===== src/rtl/tinker_pkg.sv =====
`default_nettype none

package tinker_pkg;

    // datapath and encoding widths
    localparam int xlen       = 64;
    localparam int ilen       = 32;
    localparam int reg_addr_w = 5;
    localparam int lit_w      = 12;
    // 16 KiB byte-addressed memory
    localparam int mem_addr_w = 14;
    localparam int mem_bytes  = 2 ** mem_addr_w;

    typedef logic [4:0]            opcode_t;
    typedef logic [reg_addr_w-1:0] reg_idx_t;
    typedef logic [xlen-1:0]       word_t;
    typedef logic [mem_addr_w-1:0] mem_addr_t;

    // first fetch address after start
    localparam mem_addr_t reset_pc = 14'h2000;

    // integer arithmetic
    localparam opcode_t op_add   = 5'h18;
    localparam opcode_t op_addi  = 5'h19;
    localparam opcode_t op_sub   = 5'h1a;
    localparam opcode_t op_subi  = 5'h1b;
    // logic and shifts, opcode 0 doubles as the bubble encoding
    localparam opcode_t op_and   = 5'h00;
    localparam opcode_t op_or    = 5'h01;
    localparam opcode_t op_xor   = 5'h02;
    localparam opcode_t op_not   = 5'h03;
    localparam opcode_t op_shr   = 5'h04;
    localparam opcode_t op_shri  = 5'h05;
    localparam opcode_t op_shl   = 5'h06;
    localparam opcode_t op_shli  = 5'h07;
    // control flow
    localparam opcode_t op_br    = 5'h08;
    localparam opcode_t op_brr   = 5'h09;
    localparam opcode_t op_brrl  = 5'h0a;
    localparam opcode_t op_brnz  = 5'h0b;
    localparam opcode_t op_brgt  = 5'h0e;
    localparam opcode_t op_halt  = 5'h0f;
    // data movement
    localparam opcode_t op_load  = 5'h10;
    localparam opcode_t op_mov   = 5'h11;
    localparam opcode_t op_movl  = 5'h12;
    localparam opcode_t op_store = 5'h13;

    // ID/EX payload
    typedef struct packed {
        opcode_t   opcode;
        reg_idx_t  rd;
        reg_idx_t  rs;
        reg_idx_t  rt;
        word_t     lit;
        word_t     rs_val;
        word_t     rt_val;
        word_t     rd_val;
        mem_addr_t pc;
        logic      uses_rs;
        logic      uses_rt;
        logic      uses_rd;
        logic      lit_sel;
    } decoded_t;

    // EX/MEM payload
    typedef struct packed {
        reg_idx_t  rd;
        logic      reg_write;
        logic      is_load;
        logic      mem_write;
        logic      halt;
        mem_addr_t mem_addr;
        word_t     store_data;
        word_t     alu_result;
        logic      redirect;
        word_t     target;
    } ex_result_t;

    // MEM/WB payload
    typedef struct packed {
        reg_idx_t rd;
        logic     reg_write;
        logic     halt;
        word_t    data;
    } wb_t;

    // program load strobe, addr counts 32-bit words
    typedef struct packed {
        logic            valid;
        mem_addr_t       addr;
        logic [ilen-1:0] data;
    } load_req_t;

    typedef struct packed {
        logic     valid;
        reg_idx_t rd;
        word_t    data;
    } retire_t;

    // one forwarding source
    typedef struct packed {
        logic     valid;
        reg_idx_t rd;
        word_t    value;
    } fwd_t;

endpackage

`default_nettype wire


===== src/rtl/fetch_decode.sv =====
`timescale 1ns/10ps
`default_nettype none

module fetch_decode import tinker_pkg::*; (
    input  wire             clk,
    input  wire             reset,
    input  wire             start,
    input  wire [ilen-1:0]  instr,
    input  word_t           rs_val,
    input  word_t           rt_val,
    input  word_t           rd_val,
    input  reg_idx_t        ex_rd,
    input  wire             ex_is_load,
    input  wire             redirect,
    input  word_t           redirect_pc,
    output mem_addr_t       fetch_pc,
    output reg_idx_t        rs_idx,
    output reg_idx_t        rt_idx,
    output reg_idx_t        rd_idx,
    output decoded_t        decoded,
    output logic            decoded_valid,
    output logic            flush_ex
);

    logic            run;
    mem_addr_t       pc;
    logic            ifid_valid;
    logic [ilen-1:0] ifid_instr;
    mem_addr_t       ifid_pc;
    opcode_t         opcode;
    logic            stall;
    logic            halt_dec;

    // field split: op 31:27, rd 26:22, rs 21:17, rt 16:12, lit 11:0
    assign opcode   = ifid_instr[31:27];
    assign rd_idx   = ifid_instr[26:22];
    assign rs_idx   = ifid_instr[21:17];
    assign rt_idx   = ifid_instr[16:12];
    assign fetch_pc = pc;

    always_comb begin
        decoded        = '0;
        decoded.opcode = opcode;
        decoded.rd     = rd_idx;
        decoded.rs     = rs_idx;
        decoded.rt     = rt_idx;
        decoded.lit    = {{(xlen-lit_w){ifid_instr[lit_w-1]}}, ifid_instr[lit_w-1:0]};
        decoded.rs_val = rs_val;
        decoded.rt_val = rt_val;
        decoded.rd_val = rd_val;
        decoded.pc     = ifid_pc;
        // which register fields are real sources
        case (opcode)
            op_add, op_sub, op_and, op_or, op_xor, op_shr, op_shl: begin
                decoded.uses_rs = 1'b1;
                decoded.uses_rt = 1'b1;
            end
            op_not, op_mov: decoded.uses_rs = 1'b1;
            // literal forms operate on rd in place
            op_addi, op_subi, op_shri, op_shli, op_movl: begin
                decoded.uses_rd = 1'b1;
                decoded.lit_sel = 1'b1;
            end
            op_load: begin
                decoded.uses_rs = 1'b1;
                decoded.lit_sel = 1'b1;
            end
            // store: address from rd, data from rs
            op_store: begin
                decoded.uses_rs = 1'b1;
                decoded.uses_rd = 1'b1;
                decoded.lit_sel = 1'b1;
            end
            op_br, op_brr: decoded.uses_rd = 1'b1;
            op_brrl: decoded.lit_sel = 1'b1;
            op_brnz: begin
                decoded.uses_rs = 1'b1;
                decoded.uses_rd = 1'b1;
            end
            op_brgt: begin
                decoded.uses_rs = 1'b1;
                decoded.uses_rt = 1'b1;
                decoded.uses_rd = 1'b1;
            end
            default: ;
        endcase
    end

    // load in ID/EX feeding this decode, one bubble
    assign stall = ifid_valid && ex_is_load &&
                   ((decoded.uses_rs && rs_idx == ex_rd) ||
                    (decoded.uses_rt && rt_idx == ex_rd) ||
                    (decoded.uses_rd && rd_idx == ex_rd));

    // halt in decode shuts fetch off
    assign halt_dec      = ifid_valid && opcode == op_halt && !redirect;
    assign decoded_valid = ifid_valid && !stall && !redirect;
    assign flush_ex      = redirect;

    always_ff @(posedge clk or posedge reset) begin
        if (reset) begin
            run        <= 1'b0;
            pc         <= reset_pc;
            ifid_valid <= 1'b0;
        end else if (redirect) begin
            // a squashed halt must not keep fetch stopped
            run        <= 1'b1;
            pc         <= redirect_pc[mem_addr_w-1:0];
            ifid_valid <= 1'b0;
        end else if (halt_dec) begin
            run        <= 1'b0;
            ifid_valid <= 1'b0;
        end else if (!stall) begin
            if (start) begin
                run <= 1'b1;
            end
            if (run) begin
                pc <= pc + mem_addr_t'(4);
            end
            ifid_valid <= run;
        end
    end

    // IF/ID word and its pc, held through a stall
    always_ff @(posedge clk) begin
        if (!stall) begin
            ifid_instr <= instr;
            ifid_pc    <= pc;
        end
    end

endmodule

`default_nettype wire


===== config.mk =====
export PLATFORM = sky130hd
export DESIGN_NAME = fetch_decode
export DESIGN_NICKNAME = d
export VERILOG_FILES = /design/src/rtl/tinker_pkg.sv /design/src/rtl/fetch_decode.sv
export SDC_FILE = /design/constraint.sdc
export NUM_CORES = 1
export LEC_CHECK = 0
export ABC_AREA = 1
export BUFFER_PORTS_ARGS = -buffer_cell sky130_fd_sc_hd__buf_2
export CORE_AREA = 2 2 241 243
export DETAILED_ROUTE_END_ITERATION = 12
export DIE_AREA = 0 0 243 245
export GPL_TIMING_DRIVEN = 0
export PLACE_DENSITY_LB_ADDON = 0.05
export SYNTH_ARGS = -nofsm -noshare
export SYNTH_HDL_FRONTEND = slang
export SYNTH_SLANG_ARGS = --single-unit

===== constraint.sdc =====
create_clock -name clk -period 3.8 [get_ports clk]
set_input_delay 0.38 -clock clk [delete_from_list [all_inputs] [get_ports clk]]
set_output_delay 0.38 -clock clk [all_outputs]
set_load 0.1 [all_outputs]

# Word-level counts from Yosys, hierarchy flattened
# Cells that the tools add are included.
totals:
  ff_bits: 62
  output_inout_bits: 325
  wordCells: 70
op_classes:
  n_addsub: 1
  eq_ne: 27
  muxes: 15
  n_reduce_logical: 22
op_table:
  columns: ["cell", "n"]
  rows:
  - ["2-to-1 mux 14 bit", 4]
  - ["== test 5 bit (second input constant)", 8]
  - ["== test 5 x 4 -> 1 bit (second input constant)", 6]
  - ["== test 5 x 3 -> 1 bit (second input constant)", 4]
  - ["OR reduction 8 bit", 2]
  - ["== test 5 bit", 3]
  - ["adder 14 x 3 -> 14 bit (second input constant)", 1]
  - ["OR reduction 13 bit", 1]
  - ["2-to-1 mux 1 bit", 11]
  - ["== test 5 x 2 -> 1 bit (second input constant)", 2]
  - ["OR reduction 10 bit", 1]
  - ["logical AND 1 bit", 9]
  - ["== test 5 x 1 -> 1 bit (second input constant)", 1]
  - ["logical NOT 5 bit", 1]
  - ["inequality test 2 bit (second input constant)", 2]
  - ["inequality test 3 x 2 -> 1 bit (second input constant)", 1]
  - ["AND reduction 3 bit", 1]
  - ["nonzero test 3 bit", 1]
  - ["logical NOT 1 bit", 2]
  - ["logical OR 1 bit", 2]
  - ["AND reduction 2 bit", 1]
  - ["nonzero test 2 bit", 1]

# Logic depth before layout (Yosys ltp)
logic_depth:
  depth_word: 10
  depth_mapped: 14
  ltp_nobuf: 13

# Least setup slack after synthesis
# OpenSTA, ideal clock, no wires.
synth_timing:
  kind: "register to output"
  start: "register ifid_instr[28]"
  end: "output decoded_valid"
  t_arrival_ns: 5.083
  required_ns: 3.420
  setup_slack_ns: -1.663
  stages_incl_launch_ff: 11
  path_buffers: 0
  path_cell_list: "edfxtp_1 > nor2_1 > nand2_1 > o21ai_1 > nor2_2 > nand3_1 > nand2_1 > nand3_2 > nand2_1 > nand2_1 > nor2_1"
synth_lines:
  columns: ["item", "line", "rtl"]
  rows:
  - ["start, declared", "fetch_decode.sv:28", "logic [ilen-1:0] ifid_instr;"]
  - ["start signal, assigned", "fetch_decode.sv:127", "ifid_instr <= instr;"]
  - ["end, declared", "fetch_decode.sv:21", "output logic decoded_valid,"]

# Final worst setup path
layout_timing:
  start: "register ifid_instr[29]"
  end: "output decoded_valid"
layout_via:
  elab_chain_len: 10
layout_lines:
  columns: ["item", "line", "rtl"]
  rows:
  - ["== test 5 x 4 -> 1 bit, or another cell as far along", "fetch_decode.sv:53", "case (opcode)"]
  - ["OR reduction 13 bit (no line) / OR reduction 8 bit (equally long branches)", null, null]
  - ["2-to-1 mux 1 bit", "fetch_decode.sv:53", null]
  - ["logical AND 1 bit (on tied branches)", "fetch_decode.sv:91, fetch_decode.sv:92", null]
  - ["logical OR 1 bit", "fetch_decode.sv:91", "((decoded.uses_rs && rs_idx == ex_rd) ||"]
  - ["logical OR 1 bit *", "fetch_decode.sv:92", "(decoded.uses_rt && rt_idx == ex_rd) ||"]
  - ["logical AND 1 bit *", "fetch_decode.sv:90", "assign stall = ifid_valid && ex_is_load &&"]
  - ["logical NOT 1 bit *", null, null]
  - ["logical AND 1 bit * (2 in a row)", "fetch_decode.sv:97", "assign decoded_valid = ifid_valid && !stall && !redirect;"]
# Mark *: on every way between the ends. The rest lies on a longest branch, timed or not.

==> flow_summary.toml <==
[drt]
drc = 0
first_iter_violations = 156
dr.pass1.iters = 4
post_drt_via_cell_ratio = 2.68
wl_per_cell_um = 13.8
wl_mm = 23.4
antenna_left = 0
via_count = 4554

[synthesis]
syn-instance-count = 534
synth.avg_cell_area_um2 = 8.96
yosysWarnings = 0
synth.distinct_cells = 25
ys_ff_latch = 62
ys_seq_area_share_pct = 37.3
netlist_area_um2 = 4780
synth_fp_nets = 833

[power]
p_leak_nw = 4.19
powerDensity_nw_per_um2 = 495
totalPowerFinal_mw = 3.99
vdd_drop_max_mv = 0.224

[die]
rows = 88
die_height_um = 245
dieArea_um2 = 59500
core_region_area_um2 = 57000
ios = 623
start_util_pct = 8.39
die_x_um = 243

[critical_path]
slowest_delay_ns = 0.50
rr_startpoint = "ifid_instr[29]"
critPathArrivalTime_ns = 2.83
endpoint_kind = "output port"
required_ns = 3.42
cpMostUsedCell = "nand2_1"
cp_max_fo = 48
path_class = "register to output port"
worst-path-buf-inv = 2
critPathTopFamily = "simple AND/OR/NAND/NOR gates"
rr_worst_depth = 9
slowest_stage = "edfxtp_1"
worst-r2r-setup-slack_ns = 1.67
cp-start-kind = "register"
crit_chain = "nand2_1 > inv_1 > nand3_1 > nand2_1 > nor2_1 > nand3_2 > nand2_1 > nand3_2 > nand2_8 > nand2_1 > nor2_4 > buf_2"
r2r_end = "ifid_instr[17]"

[finish]
area_growth_pct = 68.5
utilization_pct = 14.1
layout_commonest_cell = "buf_2"
final_cell_mix = "buf_2, buf_4, nand2_1"
drive_above_1_share_pct = 72.7
design_area_um2 = 8060
fillers = 6641
nNetsFinal = 1226
num_antenna_cells = 0

[global_route]
grt_usage_pct = 7.42
grt_pass1_wl_mm = 31.5
grt_pass1_vias = 4479
grt-ovfl-total = 0
grt_max_degree = 49
antenna_found_initial = 4

[timing]
period_share_pct = 84.5
period_needed_ns = 3.21
whs_ns = 0.150
slew_viol_final = 0
fin_skew_ns = 0.0147
finalHoldViolCount = 0
fmax_mhz = 312
slew_headroom_pct = 45.3
tightest_slew_ns = 0.820
rsz0062_at_grt = "false"
finalSetupViolCount = 0
tns_ns = 0

[placed_design]
finalWeightedCongestion = 0.723
portBuffers = 380
dp_hpwl_mm = 19.6
placed_cell_area_um2 = 7720

[clock_tree]
cts_tree = "done"
cts.clk_slew.worst_paths_ns = 0.07
cts_sinks = 62
clockBufferDepth = 2
htreeDepth = 3
worstSkewPairLatency_ns = 0.38
numCtsBuffers = 9
cts_root_buf = "clkbuf_16"

[outcome]
status = "finished, final reports clean"

[flow_run]
drv_cap = 0

[worst_hold_path]
hold_class = "input port to async pin"
[power by group]
| part | total, mW | switching (mW) | internal (mW) | leakage [nW] |
|---|---|---|---|---|
| sequential | 0.854 | 0.0619 | 0.792 | 0.679 |
| clock | 0.963 | 0.392 | 0.571 | 0.162 |
| combinational | 2.17 | 1.79 | 0.380 | 3.34 |
[layer usage]
metal	track usage (%)	up-vias	wire, um
met4	2.33	8	287
met2	12.9	251	12100
met5	0	-	59
met1	8.19	2034	9000
met3	3.17	22	1990
li1	-	2239	-
[through the flow]
stage          std cells  setup slack, ns
6_report            1697            0.591
5_1_grt             1697            0.226
4_1_cts             1697            0.103
3_5_place_dp        1681            0.499
3_3_place_gp        1679            0.540
2_1_floorplan        534           0.0447
[synth_stat cells (all sizes together)]
cell type	number	area (um^2)
buf	263	1970
nand2	90	340
edfxtp	46	1380
nand3	22	140
inv	20	75.1
nor2	18	75.1
nand4	16	100
dfrtp	15	375
xnor2	15	131
o21ai	8	40.0
nor3	7	35.0
clkbuf	5	18.8
xor2	5	43.8
a21boi	1	7.51
a31oi	1	6.26
dfstp	1	26.3
ha	1	12.5
[area by class of cell]
class                           instances  area, um^2  share of cell area [%]
Clock buffer                           11         264                    3.28
Tap cell                              765         957                    11.9
Buffer                                268        1990                    24.7
Inverter                               20        75.1                   0.931
Multi-Input combinational cell        184         968                    12.0
Timing Repair Buffer                  382        1960                    24.3
Clock inverter                          5        62.6                   0.776
Sequential cell                        62        1780                    22.1
[cell families after synthesis]
group	count (synthesis)	share of synthesized area (%)
buf+inv	288	43.2
simple gates	153	14.4
flops	62	37.3
xor+xnor	20	3.66
compound gates	10	1.12
fa+ha+maj	1	0.262
[what timing repair did]
item | 4_1_cts | 5_1_grt
endpoints found under the setup margin | 0 | 1
gates resized for setup | 0 | 1
buffers inserted | 0 | 0
hold buffers | 0 | 0
[how the worst max path moves through the flow]
stage,startpoint,to,slack (ns),depth (start not counted)
after floorplan,ifid_instr[28],decoded_valid,0.04,10
after global placement,ifid_instr[29],decoded_valid,0.54,12
after detailed placement,ex_rd[3],decoded_valid,0.50,10
after CTS,ifid_instr[29],decoded_valid,0.10,12
after global routing,ifid_instr[29],decoded_valid,0.23,12
final,ifid_instr[29],decoded_valid,0.59,12
[state kept, by name, summed over array words and instances, names as in the netlist]
name,count
ifid_instr,32
ifid_valid,1
fetch_pc,14
run,1
ifid_pc,14
(Power assumes the default switching activity.)
